**config.mk**
```make
export PLATFORM = sky130hd
export DESIGN_NAME = tx_control_top
export DESIGN_NICKNAME = d
export VERILOG_FILES = /design/src/logic/tx_ctrl_pkg.sv /design/src/logic/frame_classifier.sv /design/src/logic/response_builder.sv /design/src/logic/ack_wait_fsm.sv /design/src/logic/tx_control_top.sv
export SDC_FILE = /design/constraint.sdc
export NUM_CORES = 1
export LEC_CHECK = 0
export ABC_AREA = 1
export BUFFER_PORTS_ARGS = -buffer_cell sky130_fd_sc_hd__buf_2
export CORE_MARGIN = 2
export CORE_UTILIZATION = 50
export CTS_CLUSTER_SIZE = 30
export DETAILED_ROUTE_END_ITERATION = 7
export GPL_ROUTABILITY_DRIVEN = 1
export GPL_TIMING_DRIVEN = 0
export PLACE_DENSITY = 0.85
export SETUP_SLACK_MARGIN = 0.05
export SKIP_CTS_REPAIR_TIMING = 1
export SLEW_MARGIN = 30
export SYNTH_ARGS = -nofsm -noshare
export SYNTH_HDL_FRONTEND = slang
export SYNTH_SLANG_ARGS = --single-unit
```
**constraint.sdc**
```tcl
create_clock -name clk -period 4.7 [get_ports clk]
set_input_delay 0.235 -clock clk [delete_from_list [all_inputs] [get_ports clk]]
set_output_delay 0.235 -clock clk [all_outputs]
set_load 0.02 [all_outputs]
```
**src/logic/tx_ctrl_pkg.sv**
```systemverilog
// shared widths, 802.11 codes and struct types, imported by every module of the tx control block
package tx_ctrl_pkg;

  // word address width of the phy transmitter header port
  localparam int TX_ADDR_W = 10;

  typedef logic [47:0] mac_addr_t;
  typedef logic [15:0] duration_t;
  typedef logic [14:0] timeout_t;
  typedef logic [3:0]  retry_cnt_t;
  typedef logic [63:0] tx_word_t;

  // frame control type field
  localparam logic [1:0] FC_TYPE_MGMT = 2'b00;
  localparam logic [1:0] FC_TYPE_CTRL = 2'b01;
  localparam logic [1:0] FC_TYPE_DATA = 2'b10;

  // subtypes of interest, control ones except the no-ack action
  localparam logic [3:0] SUBTYPE_BAR          = 4'b1000;
  localparam logic [3:0] SUBTYPE_BA           = 4'b1001;
  localparam logic [3:0] SUBTYPE_PSPOLL       = 4'b1010;
  localparam logic [3:0] SUBTYPE_RTS          = 4'b1011;
  localparam logic [3:0] SUBTYPE_CTS          = 4'b1100;
  localparam logic [3:0] SUBTYPE_ACK          = 4'b1101;
  localparam logic [3:0] SUBTYPE_ACTION_NOACK = 4'b1110;

  // psdu lengths in bytes
  localparam logic [15:0] ACK_SIGNAL_LEN = 16'd14;
  localparam logic [15:0] RTS_SIGNAL_LEN = 16'd20;

  // ack and cts always go out at 6 Mbps, six ofdm symbols
  localparam logic [3:0] ACK_RATE_CODE = 4'b1011;
  localparam logic [2:0] ACK_N_SYM     = 3'd6;
  // 24 us of ack body at 100 clocks per us
  localparam timeout_t   ACK_RX_BASE_CYCLES = 15'd2400;

  // header word addresses seen on tx_word_addr
  localparam logic [TX_ADDR_W-1:0] HDR_SIGNAL_ADDR  = 10'd0;
  localparam logic [TX_ADDR_W-1:0] HDR_ADDR_LO_ADDR = 10'd2;
  localparam logic [TX_ADDR_W-1:0] HDR_ADDR_HI_ADDR = 10'd3;

  typedef enum logic [2:0] {
    KIND_NONE,
    KIND_DATA,
    KIND_MGMT,
    KIND_BAR,
    KIND_BA,
    KIND_PSPOLL,
    KIND_RTS
  } frame_kind_e;

  // frame currently coming out of the receiver
  typedef struct packed {
    logic        sig_valid;
    logic [15:0] signal_len;
    logic        fcs_valid;
    logic        fcs_in_strobe;
    logic [1:0]  fc_type;
    logic [3:0]  fc_subtype;
    logic        more_frag;
    duration_t   duration;
    mac_addr_t   addr1;
    mac_addr_t   addr2;
  } rx_frame_t;

  typedef struct packed {
    logic [6:0] preamble_sig_time;
    logic [4:0] ofdm_symbol_time;
    logic [6:0] sifs_time;
    timeout_t   send_ack_wait_top;
    timeout_t   sig_valid_timeout_top;
    timeout_t   ack_timeout_adj;
    duration_t  duration_extra;
  } timing_cfg_t;

  // what we answer to
  typedef struct packed {
    frame_kind_e kind;
    logic        more_frag;
    duration_t   duration;
    mac_addr_t   ack_addr;
  } rx_summary_t;

  typedef struct packed {
    logic       fail;
    retry_cnt_t num_retrans;
  } tx_status_t;

endpackage

```
**src/logic/frame_classifier.sv**
```systemverilog
// classifies received frames, flags the ones needing an ack or cts and latches their summary
module frame_classifier
  import tx_ctrl_pkg::*;
(
  input  logic        clk,
  input  logic        rstn,
  input  rx_frame_t   rx,
  input  mac_addr_t   self_mac_addr,
  input  logic        cts_torts_disable,
  input  logic        capture_en,
  output logic        respond_req,
  output rx_summary_t summary
);

  frame_kind_e kind;
  logic        kind_responds;

  // type and subtype to frame kind
  always_comb begin
    kind = KIND_NONE;
    case (rx.fc_type)
      FC_TYPE_DATA: kind = KIND_DATA;
      FC_TYPE_MGMT: begin
        // no-ack action frames never get a response
        if (rx.fc_subtype != SUBTYPE_ACTION_NOACK) begin
          kind = KIND_MGMT;
        end
      end
      FC_TYPE_CTRL: begin
        case (rx.fc_subtype)
          SUBTYPE_BAR:    kind = KIND_BAR;
          SUBTYPE_BA:     kind = KIND_BA;
          SUBTYPE_PSPOLL: kind = KIND_PSPOLL;
          SUBTYPE_RTS: begin
            // a real rts is 20 bytes long
            if (rx.signal_len == RTS_SIGNAL_LEN) begin
              kind = KIND_RTS;
            end
          end
          default: kind = KIND_NONE;
        endcase
      end
      default: kind = KIND_NONE;
    endcase
  end

  // rts only answered while cts is enabled
  assign kind_responds = (kind != KIND_NONE) && ((kind != KIND_RTS) || !cts_torts_disable);
  assign respond_req   = rx.fcs_valid && kind_responds && (rx.addr1 == self_mac_addr);

  always_ff @(posedge clk) begin
    if (!rstn) begin
      summary.kind <= KIND_NONE;
    end else if (capture_en) begin
      summary.kind      <= kind;
      summary.more_frag <= rx.more_frag;
      summary.duration  <= rx.duration;
      // ra of the response is the ta of the received frame
      summary.ack_addr  <= rx.addr2;
    end
  end

endmodule

```
**src/logic/response_builder.sv**
```systemverilog
// builds the ack or cts header words and hands them to the phy transmitter by word address
module response_builder
  import tx_ctrl_pkg::*;
(
  input  logic                 clk,
  input  logic                 rstn,
  input  timing_cfg_t          cfg,
  input  rx_summary_t          summary,
  input  logic                 in_send_ack,
  input  logic [TX_ADDR_W-1:0] tx_word_addr,
  output tx_word_t             tx_word
);

  logic [8:0] ackcts_time;
  duration_t  dur_left;
  duration_t  resp_duration;
  logic [3:0] resp_subtype;

  // airtime of our own ack or cts in us
  always_ff @(posedge clk) begin
    if (!rstn) begin
      ackcts_time <= '0;
    end else begin
      ackcts_time <= 9'(cfg.preamble_sig_time) + 9'(cfg.ofdm_symbol_time) * 9'(ACK_N_SYM);
    end
  end

  // received nav minus our response and sifs, zero stays zero
  assign dur_left = (summary.duration == '0) ? '0 :
                    summary.duration - 16'(ackcts_time) - 16'(cfg.sifs_time);

  always_comb begin
    resp_subtype  = SUBTYPE_ACK;
    resp_duration = cfg.duration_extra + dur_left;
    case (summary.kind)
      KIND_DATA, KIND_MGMT: begin
        // last fragment closes the nav
        if (!summary.more_frag) begin
          resp_duration = cfg.duration_extra;
        end
      end
      KIND_RTS: resp_subtype = SUBTYPE_CTS;
      default: resp_subtype = SUBTYPE_ACK;
    endcase
  end

  // one cycle behind the address, holds on unused words
  always_ff @(posedge clk) begin
    if (!rstn) begin
      tx_word <= '0;
    end else if (in_send_ack) begin
      case (tx_word_addr)
        HDR_SIGNAL_ADDR: begin
          // even parity over rate and length of the signal field
          tx_word <= {32'h0, 14'h0, ^{ACK_RATE_CODE, ACK_SIGNAL_LEN[11:0]},
                      ACK_SIGNAL_LEN[11:0], 1'b0, ACK_RATE_CODE};
        end
        HDR_ADDR_LO_ADDR: begin
          tx_word <= {summary.ack_addr[31:0], resp_duration, 8'h0, resp_subtype,
                      FC_TYPE_CTRL, 2'b00};
        end
        HDR_ADDR_HI_ADDR: begin
          tx_word <= {48'h0, summary.ack_addr[47:32]};
        end
        default: tx_word <= tx_word;
      endcase
    end
  end

  // a cts header only ever answers a captured rts
  assert property (@(posedge clk) disable iff (!rstn)
    (in_send_ack && tx_word_addr == HDR_ADDR_LO_ADDR) |=>
      (tx_word[7:4] != SUBTYPE_CTS || summary.kind == KIND_RTS));

endmodule

```
**src/logic/ack_wait_fsm.sv**
```systemverilog
// control FSM for sending responses, waiting for acks, timeouts and retransmission status
module ack_wait_fsm
  import tx_ctrl_pkg::*;
(
  input  logic        clk,
  input  logic        rstn,
  input  timing_cfg_t cfg,
  input  rx_frame_t   rx,
  input  mac_addr_t   self_mac_addr,
  input  logic        respond_req,
  input  logic        phy_tx_done,
  input  logic        pulse_tx_bb_end,
  input  logic        cts_toself_bb_is_ongoing,
  input  logic        tx_pkt_need_ack,
  input  retry_cnt_t  tx_pkt_retrans_limit,
  input  logic        backoff_done,
  input  logic        quit_retrans,
  output logic        capture_en,
  output logic        in_send_ack,
  output logic        start_tx_ack,
  output logic        ack_cts_is_ongoing,
  output logic        ack_tx_flag,
  output logic        retrans_trigger,
  output logic        start_retrans,
  output logic        retrans_in_progress,
  output logic        tx_try_complete,
  output tx_status_t  tx_status,
  output logic        tx_control_state_idle
);

  typedef enum logic [2:0] {
    ST_IDLE,
    ST_SEND_ACK,
    ST_SEND_ACK_DO,
    ST_JUDGE,
    ST_WAIT_BB_DONE,
    ST_WAIT_SIG,
    ST_WAIT_ACK,
    ST_WAIT_BACKOFF
  } state_e;

  state_e     state;
  timeout_t   wait_cnt;
  timeout_t   ack_window;
  retry_cnt_t num_retrans;
  retry_cnt_t num_retrans_lock;
  logic       fail_lock;
  logic       retrans_started;
  logic       sig_hit;
  logic       ack_valid_rx;
  logic       timeout_hit;
  logic       at_limit;

  // summary follows the receiver until we commit to a response
  assign capture_en            = (state == ST_IDLE);
  assign ack_cts_is_ongoing    = (state == ST_SEND_ACK) || (state == ST_SEND_ACK_DO);
  assign in_send_ack           = ack_cts_is_ongoing;
  assign tx_control_state_idle = (state == ST_IDLE) && !retrans_started;

  assign sig_hit      = rx.sig_valid && (rx.signal_len == ACK_SIGNAL_LEN);
  assign ack_valid_rx = rx.fcs_in_strobe && (rx.fc_type == FC_TYPE_CTRL) &&
                        (rx.fc_subtype == SUBTYPE_ACK) && (rx.addr1 == self_mac_addr);

  // either wait running out
  assign timeout_hit = ((state == ST_WAIT_SIG) && (wait_cnt == cfg.sig_valid_timeout_top)) ||
                       ((state == ST_WAIT_ACK) && (wait_cnt == ack_window));
  // a limit of zero means no retries at all
  assign at_limit = (tx_pkt_retrans_limit == '0) || (num_retrans >= tx_pkt_retrans_limit);

  // close the try, status picked up one cycle later
  task automatic finish_try(input logic fail);
    tx_try_complete     <= 1'b1;
    fail_lock           <= fail;
    num_retrans_lock    <= num_retrans;
    num_retrans         <= '0;
    retrans_in_progress <= 1'b0;
    retrans_started     <= 1'b0;
    retrans_trigger     <= 1'b0;
    state               <= ST_IDLE;
  endtask

  always_ff @(posedge clk) begin
    if (!rstn) begin
      state               <= ST_IDLE;
      wait_cnt            <= '0;
      ack_window          <= '0;
      num_retrans         <= '0;
      num_retrans_lock    <= '0;
      fail_lock           <= 1'b0;
      retrans_started     <= 1'b0;
      retrans_in_progress <= 1'b0;
      retrans_trigger     <= 1'b0;
      start_retrans       <= 1'b0;
      start_tx_ack        <= 1'b0;
      ack_tx_flag         <= 1'b0;
      tx_try_complete     <= 1'b0;
      tx_status           <= '0;
    end else begin
      // pulses default low
      tx_try_complete       <= 1'b0;
      start_retrans         <= 1'b0;
      start_tx_ack          <= 1'b0;
      tx_status.fail        <= fail_lock;
      tx_status.num_retrans <= num_retrans_lock;

      case (state)
        ST_IDLE: begin
          ack_tx_flag <= 1'b0;
          wait_cnt    <= '0;
          if (respond_req) begin
            state <= ST_SEND_ACK;
          end else if (phy_tx_done && !cts_toself_bb_is_ongoing) begin
            // our own frame just left the phy
            state <= ST_JUDGE;
          end else if (quit_retrans && retrans_in_progress) begin
            finish_try(1'b1);
          end else if (backoff_done && retrans_in_progress && !retrans_started) begin
            state <= ST_WAIT_BACKOFF;
          end
        end
        ST_SEND_ACK: begin
          // sifs alignment before kicking the phy
          if (wait_cnt != cfg.send_ack_wait_top) begin
            wait_cnt <= wait_cnt + 1'b1;
          end else begin
            state <= ST_SEND_ACK_DO;
          end
        end
        ST_SEND_ACK_DO: begin
          // flag low only in the first cycle here
          start_tx_ack <= !ack_tx_flag;
          ack_tx_flag  <= 1'b1;
          if (phy_tx_done) begin
            state <= ST_IDLE;
          end
        end
        ST_JUDGE: begin
          retrans_started <= 1'b0;
          if (tx_pkt_need_ack) begin
            state               <= ST_WAIT_BB_DONE;
            retrans_in_progress <= 1'b1;
          end else begin
            finish_try(1'b0);
          end
        end
        ST_WAIT_BB_DONE: begin
          if (pulse_tx_bb_end) begin
            state    <= ST_WAIT_SIG;
            wait_cnt <= '0;
          end
        end
        ST_WAIT_SIG: begin
          if (sig_hit && (wait_cnt < cfg.sig_valid_timeout_top)) begin
            state      <= ST_WAIT_ACK;
            wait_cnt   <= '0;
            ack_window <= ACK_RX_BASE_CYCLES + cfg.ack_timeout_adj;
          end else begin
            wait_cnt <= wait_cnt + 1'b1;
          end
        end
        ST_WAIT_ACK: begin
          wait_cnt <= wait_cnt + 1'b1;
          if (ack_valid_rx && (wait_cnt < ack_window)) begin
            finish_try(1'b0);
          end
        end
        ST_WAIT_BACKOFF: begin
          if (quit_retrans) begin
            finish_try(1'b1);
          end else begin
            start_retrans   <= 1'b1;
            retrans_started <= 1'b1;
            retrans_trigger <= 1'b0;
            state           <= ST_IDLE;
          end
        end
      endcase

      // both waits share the retry decision
      if (timeout_hit) begin
        if (at_limit) begin
          finish_try(1'b1);
        end else begin
          num_retrans     <= num_retrans + 1'b1;
          retrans_trigger <= 1'b1;
          state           <= ST_IDLE;
        end
      end
    end
  end

  // phy start request never stretches
  assert property (@(posedge clk) disable iff (!rstn) start_tx_ack |=> !start_tx_ack);

  // a try cannot end and restart in the same cycle
  assert property (@(posedge clk) disable iff (!rstn) !(tx_try_complete && start_retrans));

endmodule

```
**src/logic/tx_control_top.sv**
```systemverilog
// top of the mac low-layer tx control, ties classifier, header builder and FSM to the ports
module tx_control_top
  import tx_ctrl_pkg::*;
(
  input  logic                 clk,
  input  logic                 rstn,
  input  rx_frame_t            rx,
  input  mac_addr_t            self_mac_addr,
  input  timing_cfg_t          cfg,
  input  logic                 cts_torts_disable,
  input  logic                 phy_tx_done,
  input  logic                 pulse_tx_bb_end,
  input  logic                 cts_toself_bb_is_ongoing,
  input  logic                 tx_pkt_need_ack,
  input  retry_cnt_t           tx_pkt_retrans_limit,
  input  logic                 backoff_done,
  input  logic                 quit_retrans,
  input  logic [TX_ADDR_W-1:0] tx_word_addr,
  output tx_word_t             tx_word,
  output logic                 start_tx_ack,
  output logic                 ack_cts_is_ongoing,
  output logic                 ack_tx_flag,
  output logic                 retrans_trigger,
  output logic                 start_retrans,
  output logic                 retrans_in_progress,
  output logic                 tx_try_complete,
  output tx_status_t           tx_status,
  output logic                 tx_control_state_idle
);

  logic        respond_req;
  logic        capture_en;
  logic        in_send_ack;
  rx_summary_t summary;

  // response decision and captured frame
  frame_classifier u_frame_classifier (
    .clk               (clk),
    .rstn              (rstn),
    .rx                (rx),
    .self_mac_addr     (self_mac_addr),
    .cts_torts_disable (cts_torts_disable),
    .capture_en        (capture_en),
    .respond_req       (respond_req),
    .summary           (summary)
  );

  // header words for the phy
  response_builder u_response_builder (
    .clk          (clk),
    .rstn         (rstn),
    .cfg          (cfg),
    .summary      (summary),
    .in_send_ack  (in_send_ack),
    .tx_word_addr (tx_word_addr),
    .tx_word      (tx_word)
  );

  ack_wait_fsm u_ack_wait_fsm (
    .clk                      (clk),
    .rstn                     (rstn),
    .cfg                      (cfg),
    .rx                       (rx),
    .self_mac_addr            (self_mac_addr),
    .respond_req              (respond_req),
    .phy_tx_done              (phy_tx_done),
    .pulse_tx_bb_end          (pulse_tx_bb_end),
    .cts_toself_bb_is_ongoing (cts_toself_bb_is_ongoing),
    .tx_pkt_need_ack          (tx_pkt_need_ack),
    .tx_pkt_retrans_limit     (tx_pkt_retrans_limit),
    .backoff_done             (backoff_done),
    .quit_retrans             (quit_retrans),
    .capture_en               (capture_en),
    .in_send_ack              (in_send_ack),
    .start_tx_ack             (start_tx_ack),
    .ack_cts_is_ongoing       (ack_cts_is_ongoing),
    .ack_tx_flag              (ack_tx_flag),
    .retrans_trigger          (retrans_trigger),
    .start_retrans            (start_retrans),
    .retrans_in_progress      (retrans_in_progress),
    .tx_try_complete          (tx_try_complete),
    .tx_status                (tx_status),
    .tx_control_state_idle    (tx_control_state_idle)
  );

endmodule

```
==> impl_metrics.py, run 1 <==
metrics = {
    "outcome": {
        "outcome": "complete, no violations",
    },
    "synthesis": {
        "synth_xor_area_frac": 0.06728,
        "synth_top_family_by_area": "simple AND/OR/NAND/NOR gates",
        "ys_types": 53,
        "ys_seq_area_frac": 0.3803,
        "synthFlopType": "dfxtp_1",
        "synth-edff-count": 65,
        "synthesis.nets": 1941,
        "syn_area_per_cell_sq_um": 7.658,
        "netlist_instances": 1564,
        "syn_area_sq_mm": 0.01198,
        "yosys-mux-area-fraction": 0,
        "postSynthRegisterBits": 195,
        "synth_compound_area_frac": 0.1338,
        "synth_fa_ha_area_frac": 0.09820,
        "ys_warn_count": 0,
        "async_flop_share": 0,
        "synth-simple-area-share": 0.2357,
    },
    "layout": {
        "nFillCells": 1941,
        "regArea_sq_mm": 0.004554,
        "final_util": 0.6649,
        "multi_input_area_sq_mm": 0.006419,
        "stdcell_count": 2350,
        "final_nets": 2393,
        "drive_gt1_frac": 0.2336,
        "final_cell_mix": "375 x buf_2, 343 x nand2_1, 206 x inv_1",
        "final_common_cell": "buf_2",
        "syn2layout_area_growth_pct": 30.31,
    },
    "pwr": {
        "power_mw": 5.983,
        "power.leakage_nw": 7.518,
        "peakVddDrop_mv": 0.2673,
        "power.density_mw_per_mm2": 383.4,
    },
    "timing": {
        "finalClockSkew_ns": 0.03206,
        "period_needed_ns": 4.291,
        "worst_pin_slew_ns": 0.6720,
        "layout_setup_ws_ns": 0.4087,
        "max-slew-margin-rel": 0.5520,
        "finalMaxSlewViolations": 0,
        "max_freq_ghz": 0.2330,
        "final.period_utilization": 0.9130,
        "finalSetupViolCount": 0,
        "grt_setup_unrepaired": "false",
        "hold_viol_final": 0,
    },
    "placement": {
        "gp_congestion": 0.9269,
        "dp_hpwl_mm": 27.73,
        "io_buffers": 364,
        "place_inst": 2250,
        "place_ws_ns": 0.4905,
    },
    "route": {
        "vias": 12163,
        "first_pass_iters": 6,
        "drt_iter0_drc": 778,
        "routed_via_density": 5.176,
        "drc": 0,
        "wl_per_cell_um": 15.57,
        "wirelength_mm": 36.60,
        "ant_nets": 0,
    },
    "die": {
        "die_x_um": 158.8,
        "die_h_um": 158.8,
        "fp-row-count": 56,
        "die_area_sq_mm": 0.02521,
        "core_sq_mm": 0.02347,
        "start_util": 0.5102,
        "ios": 366,
    },
    "job": {
        "max_cap_viol_count": 0,
    },
    "grt": {
        "grt_max_degree": 26,
        "grt-ovfl-total": 0,
        "grt_pass1_vias": 11809,
        "grt_antenna_before_repair": 3,
        "grt_util_all_layers": 0.2706,
        "grt_pass1_wl_mm": 55.87,
    },
    "clock_network": {
        "cts_tree": "built",
        "cts_root_buffer": "clkbuf_16",
        "htreeDepth": 4,
        "numCtsBuffers": 17,
        "cts_buffer_depth": 2,
        "clkTransAtPathRegs_ns": 0.08,
        "clk_latency_ns": 0.46,
        "clkSinkCount": 195,
    },
    "critical_path": {
        "worst-path-max-fanout": 5,
        "cpMostUsedCell": "nand2_1",
        "start_kind": "flip-flop",
        "critPathKind": "flip-flop to flip-flop",
        "slowest_delay_ns": 0.49,
        "worstSetupEndpointType": "flip-flop",
        "regToRegSetupSlack_ns": 0.41,
        "slowest_stage": "fa_1",
        "critical_path_arrival_ns": 4.61,
        "cp_data_required_time_ns": 5.02,
    },
    "min_path": {
        "hold_path_class": "primary input to flip-flop",
    },
}
==> worst paths after layout <==
kind | startpoint | cells past startpoint | to
setup / recovery | u_frame_classifier.summary[51] | 25 | u_response_builder.tx_word[31]
hold reg to reg | u_ack_wait_fsm.num_retrans_lock[1] | 2 | u_ack_wait_fsm.tx_status[1]
hold / removal | cfg[73] | 3 | u_response_builder.ackcts_time[0]
setup reg to reg | u_frame_classifier.summary[51] | 25 | u_response_builder.tx_word[31]
==> final cells by class <==
| cell class | instances | share of cell area |
|---|---|---|
| Multi-Input combinational cell | 1113 | 0.4113 |
| Inverter | 218 | 0.05243 |
| Tap cell | 319 | 0.02558 |
| Clock inverter | 15 | 0.01435 |
| Buffer | 38 | 0.01259 |
| Antenna cell | 2 | 0.0003207 |
| Sequential cell | 195 | 0.2918 |
| Clock buffer | 17 | 0.02726 |
| Timing Repair Buffer | 433 | 0.1644 |
==> cell families after synthesis <==
kind of cell,after synthesis
simple gates,645
compound gates,288
buf+inv,256
flops,195
xor+xnor,92
fa+ha+maj,88
==> power breakdown <==
group	total [mW]	internal [mW]	switching [mW]
Combinational	2.34	0.908	1.44
Clock	1.58	0.756	0.828
Sequential	2.05	1.96	0.0992
==> synth_stat cells, types with 15 or more instances <==
cell type | instances | area share
a21oi_1 | 152 | 0.064
clkbuf_1 | 15 | 0.0047
dfxtp_1 | 130 | 0.22
edfxtp_1 | 65 | 0.16
ha_1 | 78 | 0.081
inv_1 | 206 | 0.065
nand2_1 | 343 | 0.11
nand3_1 | 59 | 0.025
nand4_1 | 20 | 0.010
nor2_1 | 145 | 0.045
nor3_1 | 23 | 0.0096
o211ai_1 | 17 | 0.011
o21ai_0 | 77 | 0.032
xnor2_1 | 53 | 0.039
xor2_1 | 39 | 0.029
==> sequential cells by signal (all words and copies together) (netlist names) <==
name                                flops
u_response_builder.ackcts_time          9
u_ack_wait_fsm.tx_try_complete          1
u_response_builder.tx_word             64
u_ack_wait_fsm.ack_window              15
u_ack_wait_fsm.num_retrans_lock         4
u_ack_wait_fsm.wait_cnt                15
u_ack_wait_fsm.tx_status                5
u_ack_wait_fsm.start_retrans            1
u_ack_wait_fsm.retrans_trigger          1
u_frame_classifier.summary             68
u_ack_wait_fsm.state                    3
u_ack_wait_fsm.ack_tx_flag              1
u_ack_wait_fsm.start_tx_ack             1
u_ack_wait_fsm.retrans_in_progress      1
u_ack_wait_fsm.retrans_started          1
u_ack_wait_fsm.fail_lock                1
u_ack_wait_fsm.num_retrans              4
==> per-stage QoR <==
stage / instance area, sq um / hold slack (ns) / setup TNS [ns]
after floorplan: 11980 / 0.3250 / 0
after global placement: 14200 / 0.4109 / -43.21
after detailed placement: 14290 / 0.4131 / 0
after CTS: 14940 / -0.05939 / 0
after global routing: 15610 / 0.03557 / 0
final: 15610 / 0.03362 / 0
==> worst max-delay path: cells and delay by family (launching register included) <==
kind,cells,cell delay [ns]
simple gates,10,0.93
buf+inv,2,0.13
flops,1,0.45
fa+ha+maj,3,1.16
compound gates,10,1.52
==> metal layers <==
metal	vias up	global-route usage	wire (um)	share of wire
met5	-	0	13	0.00036
met4	2	0.1068	1509	0.041
met3	117	0.05799	2408	0.066
met2	460	0.4712	17950	0.49
met1	5546	0.3258	14720	0.40
li1	6038	-	-	-
Note: power is estimated with default switching activity, not from simulation.
==> inputs of run 2 (changes only) <==
--- a/config.mk
+++ b/config.mk
@@ -5,15 +5,14 @@
 export SDC_FILE = /design/constraint.sdc
 export NUM_CORES = 1
 export LEC_CHECK = 0
-export ABC_AREA = 1
 export BUFFER_PORTS_ARGS = -buffer_cell sky130_fd_sc_hd__buf_2
 export CORE_MARGIN = 2
-export CORE_UTILIZATION = 50
+export CORE_UTILIZATION = 51
 export CTS_CLUSTER_SIZE = 30
 export DETAILED_ROUTE_END_ITERATION = 7
 export GPL_ROUTABILITY_DRIVEN = 1
 export GPL_TIMING_DRIVEN = 0
-export PLACE_DENSITY = 0.85
+export PLACE_DENSITY = 0.88
 export SETUP_SLACK_MARGIN = 0.05
 export SKIP_CTS_REPAIR_TIMING = 1
 export SLEW_MARGIN = 30
==> impl_metrics.py, run 2 <==
metrics = {
    "min_path": {
        "hold_path_class": "primary input to flip-flop",
    },
    "pwr": {
        "power_frac_comb": 0.418,
        "power.leakage_nw": 6.483,
        "power_mw": 6.211,
        "peakVddDrop_mv": 0.3492,
        "power.density_mw_per_mm2": 427.4,
        "p_clk_frac": 0.247,
        "switching_power_mw": 2.377,
        "seqPwrFrac": 0.335,
        "sw_frac_of_total": 0.3827,
        "internal_power_mw": 3.834,
    },
    "layout": {
        "stdcell_area_sq_mm": 0.01453,
        "final_common_cell": "buf_2",
        "stdcell_count": 1910,
        "regArea_sq_mm": 0.004554,
        "drive_gt1_frac": 0.2652,
        "syn2layout_area_growth_pct": 32.82,
        "final_nets": 1997,
        "largest-register": "u_frame_classifier.summary",
        "final_cell_mix": "363 x buf_2, 151 x nor2_1, 130 x dfxtp_1",
        "multi_input_area_sq_mm": 0.005989,
        "largest_register_ffs": 68,
        "nFillCells": 1529,
        "reg_top3": "u_frame_classifier.summary x68, u_response_builder.tx_word x64",
    },
    "timing": {
        "finalClockSkew_ns": 0.01272,
        "hold_viol_final": 0,
        "max_freq_ghz": 0.2263,
        "period_needed_ns": 4.419,
        "final.period_utilization": 0.9403,
        "hold_slack_ns": 0.02655,
        "worst_pin_slew_ns": 0.9116,
        "finalSetupViolCount": 0,
        "grt_setup_unrepaired": "true",
        "finalMaxSlewViolations": 0,
        "max-slew-margin-rel": 0.3876,
    },
    "grt": {
        "grt_max_degree": 26,
        "grt_util_all_layers": 0.2895,
        "grt_antenna_before_repair": 2,
        "grt_pass1_wl_mm": 50.51,
        "grt-ovfl-total": 0,
        "grt_pass1_vias": 10059,
    },
    "die": {
        "die_h_um": 150.5,
        "die_area_sq_mm": 0.02264,
        "die_x_um": 150.5,
        "core_sq_mm": 0.02102,
        "ios": 366,
        "fp-row-count": 53,
        "start_util": 0.5204,
    },
    "synthesis": {
        "syn_area_per_cell_sq_um": 9.343,
        "syn_area_sq_mm": 0.01094,
        "async_flop_share": 0,
        "synthFlopType": "dfxtp_1",
        "synth_most_common_cell": "nor2_1",
        "ys_seq_area_frac": 0.4163,
        "synth_common_cells": "152 x nor2_1, 130 x dfxtp_1, 88 x inv_1, 84 x xnor2_1, 78 x ha_1",
        "ys_types": 74,
        "synth-edff-count": 65,
        "postSynthRegisterBits": 195,
        "netlist_instances": 1171,
        "yosysTopAreaCell": "dfxtp_1",
        "synth_top_area_frac": 0.2379,
        "yosys-top-cells-area": "dfxtp_1 24%, edfxtp_1 18%, ha_1 8.9%",
        "synthesis.nets": 1548,
        "ys_warn_count": 0,
    },
    "critical_path": {
        "worst-path-max-fanout": 6,
        "worstSetupEndpointType": "flip-flop",
        "critical_path_arrival_ns": 4.75,
        "regToRegSetupSlack_ns": 0.28,
        "critPathKind": "flip-flop to flip-flop",
        "start_kind": "flip-flop",
        "cp_data_required_time_ns": 5.03,
    },
    "clock_network": {
        "htreeDepth": 4,
        "clkSinkCount": 195,
        "cts_root_buffer": "clkbuf_16",
        "cts_buffer_depth": 2,
        "clk_latency_ns": 0.44,
        "numCtsBuffers": 17,
        "clkTransAtPathRegs_ns": 0.08,
        "cts_tree": "built",
    },
    "route": {
        "ant_nets": 0,
        "vias": 10933,
        "routed_via_density": 5.724,
        "wl_per_cell_um": 19.12,
        "wirelength_mm": 36.51,
        "first_pass_iters": 7,
        "drt_iter0_drc": 764,
        "drc": 0,
    },
    "placement": {
        "io_buffers": 363,
        "dp_hpwl_mm": 26.77,
        "placed_area_sq_mm": 0.01317,
        "gp_congestion": 0.9510,
        "place_inst": 1811,
    },
    "outcome": {
        "outcome": "complete, no violations",
    },
    "job": {
        "max_cap_viol_count": 0,
    },
}
==> run 2: cell types whose count changed after synthesis, sizes merged, moves of 18 or more <==
cell	change
nand3	-40
xnor2	+31
a22oi	+52
clkbuf	+18
inv	-130
o21ai	-40
nand2	-288
a21oi	-98
==> run 2: cell families after synthesis <==
kind of cell    after synthesis  synth area share
mux                          17           0.01624
simple gates                383            0.1715
buf+inv                     129           0.04426
xor+xnor                    108           0.08646
flops                       195            0.4163
fa+ha+maj                    88            0.1075
compound gates              251            0.1577
==> run 2: power groups by stage <==
stage / Sequential [mW] / Combinational, mW / Clock [mW]
2_1_floorplan: 2.09 / 1.67 / 0
3_3_place_gp: 2.12 / 2.22 / 0
3_5_place_dp: 2.10 / 2.33 / 0
4_1_cts: 2.07 / 2.37 / 1.55
5_1_grt: 2.09 / 2.83 / 1.61
6_report: 2.08 / 2.59 / 1.54
==> run 2: final timing paths <==
check                                startpoint                             end  depth (start not counted)
max              u_frame_classifier.summary[48]  u_response_builder.tx_word[31]                         20
max reg2reg      u_frame_classifier.summary[48]  u_response_builder.tx_word[31]                         20
min                                     cfg[19]    u_ack_wait_fsm.ack_window[3]                          3
min reg2reg  u_ack_wait_fsm.num_retrans_lock[3]     u_ack_wait_fsm.tx_status[3]                          2
==> run 2: routing by layer <==
| metal | part of all wire | up-vias | global-route usage | routed length (um) |
|---|---|---|---|---|
| met3 | 0.088 | 145 | 0.07970 | 3200 |
| met5 | 0 | - | 0 | 0 |
| li1 | - | 5098 | - | - |
| met4 | 0.050 | 0 | 0.1179 | 1837 |
| met2 | 0.50 | 601 | 0.5050 | 18150 |
| met1 | 0.37 | 5089 | 0.3349 | 13330 |
==> run 2: stage by stage <==
stage | TNS [ns] | setup WS (ns) | util
floorplan | 0 | 0.5161 | -
global placement | -73.00 | -1.126 | 0.6232
detailed placement | -0.09792 | -0.09048 | 0.6265
CTS | -0.2018 | -0.1505 | 0.6564
global route | 0 | 0.05652 | 0.6910
finish | 0 | 0.2805 | 0.6913
==> run 2: cell type report <==
type                    instances  share of cell area
diodes                          2           0.0003444
plain buffers                  40             0.01042
clock buffers                  17             0.02928
clock inverters                15             0.01412
inverters                      89             0.02299
multi-input cells             847              0.4122
flip-flops and latches        195              0.3134
well taps                     275             0.02368
repair buffers                430              0.1736
==> run 2: critical path: stages (launching register included) <==
cell and delay (ns):
edfxtp_1 0.44, fa_1 0.57, inv_1 0.06, ha_1 0.18
o21a_1 0.19, o21a_1 0.17, o21a_1 0.16, o21ai_1 0.17
a21oi_1 0.10, o41ai_2 0.42, xnor2_1 0.17, nor2_1 0.10
ha_4 0.32, a21oi_1 0.07, and3_1 0.17, a22oi_2 0.18
a41oi_2 0.18, a21oi_2 0.18, nand4_1 0.11, and3b_1 0.19
o21a_1 0.16
